==> src/common/dcache_settings.svh <==
`ifndef DCACHE_SETTINGS_SVH
`define DCACHE_SETTINGS_SVH

// Data word width, also the AXI data width
`define DCACHE_WORD_BITS 32

// Words per line, equal to the AXI burst length
`define DCACHE_LINE_WORDS 8

`define DCACHE_SETS 16
`define DCACHE_WAYS 2

`define DCACHE_ADDR_BITS 32

`endif

==> src/common/dcache_pkg.sv <==
`default_nettype none

`include "dcache_settings.svh"

package dcache_pkg;

    localparam int WORD_BYTES = `DCACHE_WORD_BITS / 8;
    localparam int BYTE_OFF_BITS = $clog2(WORD_BYTES);
    localparam int OFFSET_BITS = $clog2(`DCACHE_LINE_WORDS);
    localparam int LINE_OFF_BITS = OFFSET_BITS + BYTE_OFF_BITS;
    localparam int INDEX_BITS = $clog2(`DCACHE_SETS);
    localparam int TAG_BITS = `DCACHE_ADDR_BITS - INDEX_BITS - LINE_OFF_BITS;
    localparam int LINE_ADDR_BITS = TAG_BITS + INDEX_BITS;
    localparam int WAY_BITS = $clog2(`DCACHE_WAYS);

    // Fixed AXI burst shape
    localparam logic [7:0] AXI_LEN = 8'(`DCACHE_LINE_WORDS - 1);
    localparam logic [2:0] AXI_SIZE = 3'(BYTE_OFF_BITS);
    localparam logic [1:0] AXI_BURST_INCR = 2'b01;
    localparam logic [WORD_BYTES-1:0] AXI_STRB_FULL = '1;

    typedef logic [INDEX_BITS-1:0] index_t;
    typedef logic [OFFSET_BITS-1:0] offset_t;
    typedef logic [TAG_BITS-1:0] tag_t;
    typedef logic [LINE_ADDR_BITS-1:0] line_addr_t;
    typedef logic [`DCACHE_WORD_BITS-1:0] word_t;
    typedef word_t [`DCACHE_LINE_WORDS-1:0] line_t;
    typedef logic [`DCACHE_WAYS-1:0] way_sel_t;

    typedef struct packed {
        logic valid;
        logic dirty;
        tag_t tag;
    } tag_entry_t;

    typedef enum logic [2:0] {
        INIT,
        IDLE,
        LOOKUP,
        WRITEBACK,
        REFILL,
        DONE
    } ctrl_state_t;

    typedef enum logic [1:0] {
        B_IDLE,
        B_ADDR,
        B_DATA,
        B_RESP
    } burst_state_t;

    function automatic index_t get_index(word_t a);
        return a[LINE_OFF_BITS +: INDEX_BITS];
    endfunction

    function automatic tag_t get_tag(word_t a);
        return a[`DCACHE_ADDR_BITS-1 -: TAG_BITS];
    endfunction

    function automatic offset_t get_offset(word_t a);
        return a[BYTE_OFF_BITS +: OFFSET_BITS];
    endfunction

    // Tag and index, the line-aligned address without its offset
    function automatic line_addr_t get_line_addr(word_t a);
        return a[`DCACHE_ADDR_BITS-1 -: LINE_ADDR_BITS];
    endfunction

endpackage

`default_nettype wire

==> src/common/line_xfer_if.sv <==
`timescale 1ns/1ps
`default_nettype none

`include "dcache_settings.svh"

interface line_xfer_if import dcache_pkg::*; ();

    logic start;
    logic done;
    line_addr_t line_addr;
    // Line to send, write-back only
    line_t wline;
    // Assembled line, refill only, valid while done is high
    line_t rline;

    modport ctrl (output start, line_addr, wline, input done, rline);

    modport engine (input start, line_addr, wline, output done, rline);

endinterface

`default_nettype wire

==> src/dcache/dcache_refill.sv <==
`timescale 1ns/1ps
`default_nettype none

`include "dcache_settings.svh"

module dcache_refill import dcache_pkg::*; (
    input  logic clk,
    input  logic rst,
    line_xfer_if.engine xfer,
    output word_t araddr,
    output logic arvalid,
    output logic [7:0] arlen,
    input  logic arready,
    input  word_t rdata,
    input  logic rvalid,
    input  logic rlast,
    output logic rready
);

    burst_state_t state;
    offset_t beat;
    logic done_q;
    line_addr_t addr_q;
    line_t line_q;

    always_ff @(posedge clk) begin
        if (rst) begin
            state <= B_IDLE;
            beat <= '0;
            done_q <= 1'b0;
        end else begin
            done_q <= 1'b0;
            case (state)
                B_IDLE: if (xfer.start) state <= B_ADDR;
                B_ADDR: begin
                    if (arready) begin
                        state <= B_DATA;
                        beat <= '0;
                    end
                end
                B_DATA: begin
                    if (rvalid) begin
                        beat <= beat + 1'b1;
                        if (rlast) begin
                            state <= B_IDLE;
                            done_q <= 1'b1;
                        end
                    end
                end
                default: state <= B_IDLE;
            endcase
        end
    end

    always_ff @(posedge clk) begin
        if (state == B_IDLE && xfer.start) begin
            addr_q <= xfer.line_addr;
        end
        if (state == B_DATA && rvalid) begin
            line_q[beat] <= rdata;
        end
    end

    assign araddr = {addr_q, {LINE_OFF_BITS{1'b0}}};
    assign arvalid = state == B_ADDR;
    assign arlen = AXI_LEN;
    assign rready = state == B_DATA;

    assign xfer.done = done_q;
    assign xfer.rline = line_q;

    assert property (@(posedge clk) disable iff (rst)
        arvalid && !arready |=> arvalid && $stable(araddr));

    // Memory side ends the burst exactly on the last word of the line
    assert property (@(posedge clk) disable iff (rst)
        rvalid && rready && rlast |-> beat == offset_t'(`DCACHE_LINE_WORDS - 1));

endmodule

`default_nettype wire

==> src/flat_wrapper.sv <==
// flat-port wrapper written by rule: the top's interface ports become plain ports
module dcache_refill_flat import dcache_pkg::*;
  (clk, rst, araddr, arvalid, arlen, arready, rdata, rvalid, rlast, rready, xfer_start, xfer_line_addr, xfer_wline, xfer_done, xfer_rline);
  line_xfer_if xfer_i ();
  input  logic clk;
  input  logic rst;
  output word_t araddr;
  output logic arvalid;
  output logic [7:0] arlen;
  input  logic arready;
  input  word_t rdata;
  input  logic rvalid;
  input  logic rlast;
  output logic rready;
  input wire logic [$bits(xfer_i.start)-1:0] xfer_start;
  input wire logic [$bits(xfer_i.line_addr)-1:0] xfer_line_addr;
  input wire logic [$bits(xfer_i.wline)-1:0] xfer_wline;
  output wire logic [$bits(xfer_i.done)-1:0] xfer_done;
  output wire logic [$bits(xfer_i.rline)-1:0] xfer_rline;
  assign xfer_i.start = xfer_start;
  assign xfer_i.line_addr = xfer_line_addr;
  assign xfer_i.wline = xfer_wline;
  assign xfer_done = xfer_i.done;
  assign xfer_rline = xfer_i.rline;
  dcache_refill u_core (.clk(clk), .rst(rst), .xfer(xfer_i), .araddr(araddr), .arvalid(arvalid), .arlen(arlen), .arready(arready), .rdata(rdata), .rvalid(rvalid), .rlast(rlast), .rready(rready));
endmodule
==> config.mk <==
export PLATFORM = sky130hd
export DESIGN_NAME = dcache_refill_flat
export DESIGN_NICKNAME = d
export VERILOG_FILES = /design/src/common/dcache_pkg.sv /design/src/common/line_xfer_if.sv /design/src/dcache/dcache_refill.sv /design/src/flat_wrapper.sv
export VERILOG_INCLUDE_DIRS = /design/src /design/src/common
export SDC_FILE = /design/constraint.sdc
export NUM_CORES = 1
export LEC_CHECK = 0
export ABC_AREA = 0
export BUFFER_PORTS_ARGS = -buffer_cell sky130_fd_sc_hd__clkbuf_2
export CAP_MARGIN = 15
export CORE_AREA = 2 2 241 243
export DETAILED_ROUTE_END_ITERATION = 7
export DIE_AREA = 0 0 243 245
export PLACE_DENSITY_LB_ADDON = 0.3
export SETUP_SLACK_MARGIN = 0.4
export SLEW_MARGIN = 10
export SYNTH_ARGS = -nofsm -noshare
export SYNTH_HDL_FRONTEND = slang
export SYNTH_SLANG_ARGS = --single-unit
==> constraint.sdc <==
create_clock -name clk -period 9.62 [get_ports clk]
set_input_delay 0.481 -clock clk [delete_from_list [all_inputs] [get_ports clk]]
set_output_delay 0.481 -clock clk [all_outputs]
set_load 0.01 [all_outputs]
==> reports/results.env <==
RUN_STATUS='finished clean'
CTSROOTBUFFERMASTER='sky130_fd_sc_hd__clkbuf_16'
PLACER_CONGESTION_ESTIMATE=0.689
DP_SLACK_NS=6.94
SYNTHESIS.AREA_PER_INSTANCE_UM2=25.9
CTS.SINK_COUNT=289
CTS-HTREE-LEVELS=1
PLACED_CELLS=1469
GRT_FIRST_PASS_WIRELENGTH_MM=34.3
POST_CTS_BUFFERS=0
CTS-HOLD-FIX-BUFFERS=0
GR-TOTAL-OVERFLOW=0
DETAIL_ROUTE.WIRELENGTH_MM=24.3
POST_SYNTH_INSTANCE_AREA_MM2=0.00897
POST_CTS.RESIZED_INSTANCES=0
SETUP_VIOLATIONS=0
FINAL_CORE_UTIL_PCT=22.4
MAX_STAGE_DELAY_NS=0.57
GRT_ANTENNA_BEFORE_REPAIR=1
FINAL_CRITICAL_PATH_SHARE_OF_THE_CLOCK_PERIOD_PCT=24.9
VDD.IR_DROP.WORST_mV=0.138
FINAL_CRITICAL_PATH_SETUP_SLACK_NS=7.23
TOTAL_NUMBER_OF_VIAS=4804
YS_SEQ_ELEMENTS=289
AREAGROWTHSYNTHTOFINISH_PCT=42.5
ROW_COUNT=88
CLOCK_SKEW_NS=0.00992
YOSYS_WARNINGS=0
MAXCLOCKFREQUENCY_GHz=0.418
GR-USAGE-ALL-LAYERS_PCT=7.81
FINAL_NET_COUNT=1059
DR.FIRST_ITER.DRC_COUNT=222
FINALNONFILLERCELLS=1525
LAYOUT-DRIVE-GT1-SHARE_PCT=55.0
CRITICAL_PATH.MAX_FANOUT=19
TRITONCTS_CLOCK_TREE='yes'
ROUTE.DETAILED.VIAS_PER_INST=3.15
NUMBER_OF_I_O_PINS=620
FINALHOLDWORSTSLACK_NS=0.0788
POSTROUTEANTENNANETS=0
RSZ0062_AT_GRT='false'
DRV_CAP=0
CRITICAL_PATH_ARRIVAL_NS=2.62
START_UTIL_PCT=15.7
CRITPATHKIND='reg2reg'
FILLER_CELL_COUNT=6053
TOTALNEGATIVESETUPSLACK_NS=0
POWER-PER-CELL-AREA_mW_PER_MM2=208
WORST-ENDPOINT-REQUIRED_NS=9.85
FLOORPLAN_DIE_AREA_MM2=0.0595
DRT_PRE_ANTENNA_ITERS=4
YS_TYPES=23
CRIT_SLOWEST_CELL='sky130_fd_sc_hd__nor2_4'
DETAILED_PLACE_HPWL_MM=15.9
WL_PER_CELL_UM=16.0
NUMCTSBUFFERS=31
WORSTSETUPENDPOINTTYPE='register'
WORST-PATH-BUF-INV=1
DIE_H_UM=245
WORSTPATHCELLLIST='and2b_4, nand3b_1, nor2_4, buf_4'
CLOCK_TREE.BUFFER_DEPTH=3
GRT_MAX_DEGREE=33
CRITPATHLAUNCHTYPE='register'
IO_BUFFER_COUNT=350
DRT_DRC_VIOLATIONS_LEFT=0
STATIC-LEAKAGE-POWER_uW=0.00476
CLOCK_INSERTION_DELAY_WORST_SKEW_NS=0.58
FINAL_MAX_SLEW_VIOL_COUNT=0
PATH_CATEGORY_OF_THE_WORST_MIN_DELAY_CHECK='in2reg'
NETLIST_INSTANCES=346
FINAL.MIN_CLOCK_PERIOD_NS=2.39
WORST_MARGIN_SLEW_NS=0.723
CORE_REGION_AREA_MM2=0.0570
RELSLEWSLACK_PCT=51.8
SEQ_AREA_FRAC_SYNTH_PCT=96.1
CLK_TRANSITION_REPORTED_PATHS_NS=0.06
CRITPATHTOPFAMILY='simple AND/OR/NAND/NOR gates'
DIE_X_UM=243
INSERTEDDIODECOUNT=0
FIRST_GLOBAL_VIAS=4927
HOLD_VIOL=0
## state kept, by name, summed over array words and instances (netlist names)
signal	count
u_core.state	2
u_core.addr_q	27
u_core.xfer.rline	256
u_core.xfer.done	1
u_core.beat	3
## per-stage QoR
step                      power, uW  cell area (um^2)
final                          2660             12800
after global routing           2760             12800
after CTS                      2710             12800
after detailed placement       1480             11800
after global placement         1480             11800
after floorplan                1450              9010
## layout by cell type, fill, tap and decap left out
cell type | netlist | routed
sky130_fd_sc_hd__clkinvlp_4 | 0 | 2
sky130_fd_sc_hd__buf_4 | 13 | 11
sky130_fd_sc_hd__a211oi_1 | 1 | 1
sky130_fd_sc_hd__nand3b_1 | 1 | 1
sky130_fd_sc_hd__edfxtp_1 | 283 | 283
sky130_fd_sc_hd__nor3b_2 | 1 | 1
sky130_fd_sc_hd__dfxtp_1 | 6 | 6
sky130_fd_sc_hd__nand2b_1 | 5 | 5
sky130_fd_sc_hd__nor3_1 | 4 | 2
sky130_fd_sc_hd__or2_1 | 1 | 1
sky130_fd_sc_hd__and2b_4 | 1 | 1
sky130_fd_sc_hd__a32o_1 | 1 | 1
sky130_fd_sc_hd__clkbuf_1 | 0 | 4
sky130_fd_sc_hd__clkbuf_16 | 0 | 31
sky130_fd_sc_hd__conb_1 | 2 | 13
sky130_fd_sc_hd__clkinv_2 | 0 | 4
sky130_fd_sc_hd__a21oi_1 | 3 | 3
sky130_fd_sc_hd__nor3_2 | 0 | 2
sky130_fd_sc_hd__nor2_4 | 0 | 6
sky130_fd_sc_hd__o32ai_1 | 1 | 1
sky130_fd_sc_hd__ha_1 | 1 | 1
sky130_fd_sc_hd__bufinv_16 | 0 | 5
sky130_fd_sc_hd__nand3_2 | 1 | 1
sky130_fd_sc_hd__inv_1 | 2 | 2
sky130_fd_sc_hd__inv_6 | 0 | 3
sky130_fd_sc_hd__nor2_2 | 0 | 1
sky130_fd_sc_hd__nor2_1 | 8 | 1
sky130_fd_sc_hd__clkinv_1 | 0 | 7
sky130_fd_sc_hd__mux2i_1 | 1 | 1
sky130_fd_sc_hd__nor2b_1 | 2 | 2
sky130_fd_sc_hd__nand2_1 | 6 | 6
sky130_fd_sc_hd__o21bai_1 | 1 | 1
sky130_fd_sc_hd__clkbuf_2 | 0 | 350
## power breakdown
part | total [uW] | switching [uW] | internal, uW | leakage (uW)
Sequential | 1400 | 4.08 | 1390 | 0.00261
Clock | 1210 | 487 | 721 | 0.000498
Combinational | 56.3 | 37.5 | 18.8 | 0.00165
## worst paths after layout
| path | start | to | slack [ns] | cells past startpoint |
|---|---|---|---|---|
| max reg2reg | u_core.state[0] | u_core.xfer.rline[211] | 7.23 | 4 |
| min | xfer_line_addr[3] | u_core.addr_q[3] | 0.08 | 1 |
| max | u_core.state[0] | u_core.xfer.rline[211] | 7.23 | 4 |
| min reg2reg | u_core.state[0] | u_core.state[0] | 0.54 | 2 |
## logic make-up after synthesis
logic type      share of synthesized area, %
mux                                    0.112
compound gates                         0.544
buf+inv                                 1.23
flops                                   96.1
other cells                           0.0837
fa+ha+maj                              0.139
simple gates                            1.81
## metal layers
metal  up-vias  track usage, %  wire length (um)
met4         2            2.17               636
li1       2137               -                 -
met3        44            3.43              2580
met1      2354            9.70             10200
met5         -               0                13
met2       267            12.3             10900
## final cells by class
type,instances,area (um^2),share of cell area (%)
sequential,289,8620,67.4
timing repair buffer,361,1830,14.3
tap,765,957,7.49
clock buffer,35,791,6.18
multi-input combinational,52,340,2.66
clock inverter,21,238,1.86
inverter,2,7.51,0.0587
## Yosys cell counts
library cell	instances	area (um^2)
sky130_fd_sc_hd__edfxtp_1	283	8500
sky130_fd_sc_hd__buf_4	13	97.6
sky130_fd_sc_hd__nor2_1	8	30.0
sky130_fd_sc_hd__dfxtp_1	6	120
sky130_fd_sc_hd__nand2_1	6	22.5
sky130_fd_sc_hd__nand2b_1	5	31.3
sky130_fd_sc_hd__nor3_1	4	20.0
sky130_fd_sc_hd__a21oi_1	3	15.0
sky130_fd_sc_hd__conb_1	2	7.51
sky130_fd_sc_hd__inv_1	2	7.51
sky130_fd_sc_hd__nor2b_1	2	12.5
sky130_fd_sc_hd__a211oi_1	1	7.51
sky130_fd_sc_hd__a32o_1	1	10.0
sky130_fd_sc_hd__and2b_4	1	10.0
sky130_fd_sc_hd__buf_2	1	5.00
sky130_fd_sc_hd__ha_1	1	12.5
sky130_fd_sc_hd__mux2i_1	1	10.0
sky130_fd_sc_hd__nand3_2	1	10.0
sky130_fd_sc_hd__nand3b_1	1	7.51
sky130_fd_sc_hd__nor3b_2	1	12.5
sky130_fd_sc_hd__o21bai_1	1	7.51
sky130_fd_sc_hd__o32ai_1	1	8.76
sky130_fd_sc_hd__or2_1	1	6.26
No activity file was read; power rests on OpenSTA's default activity.
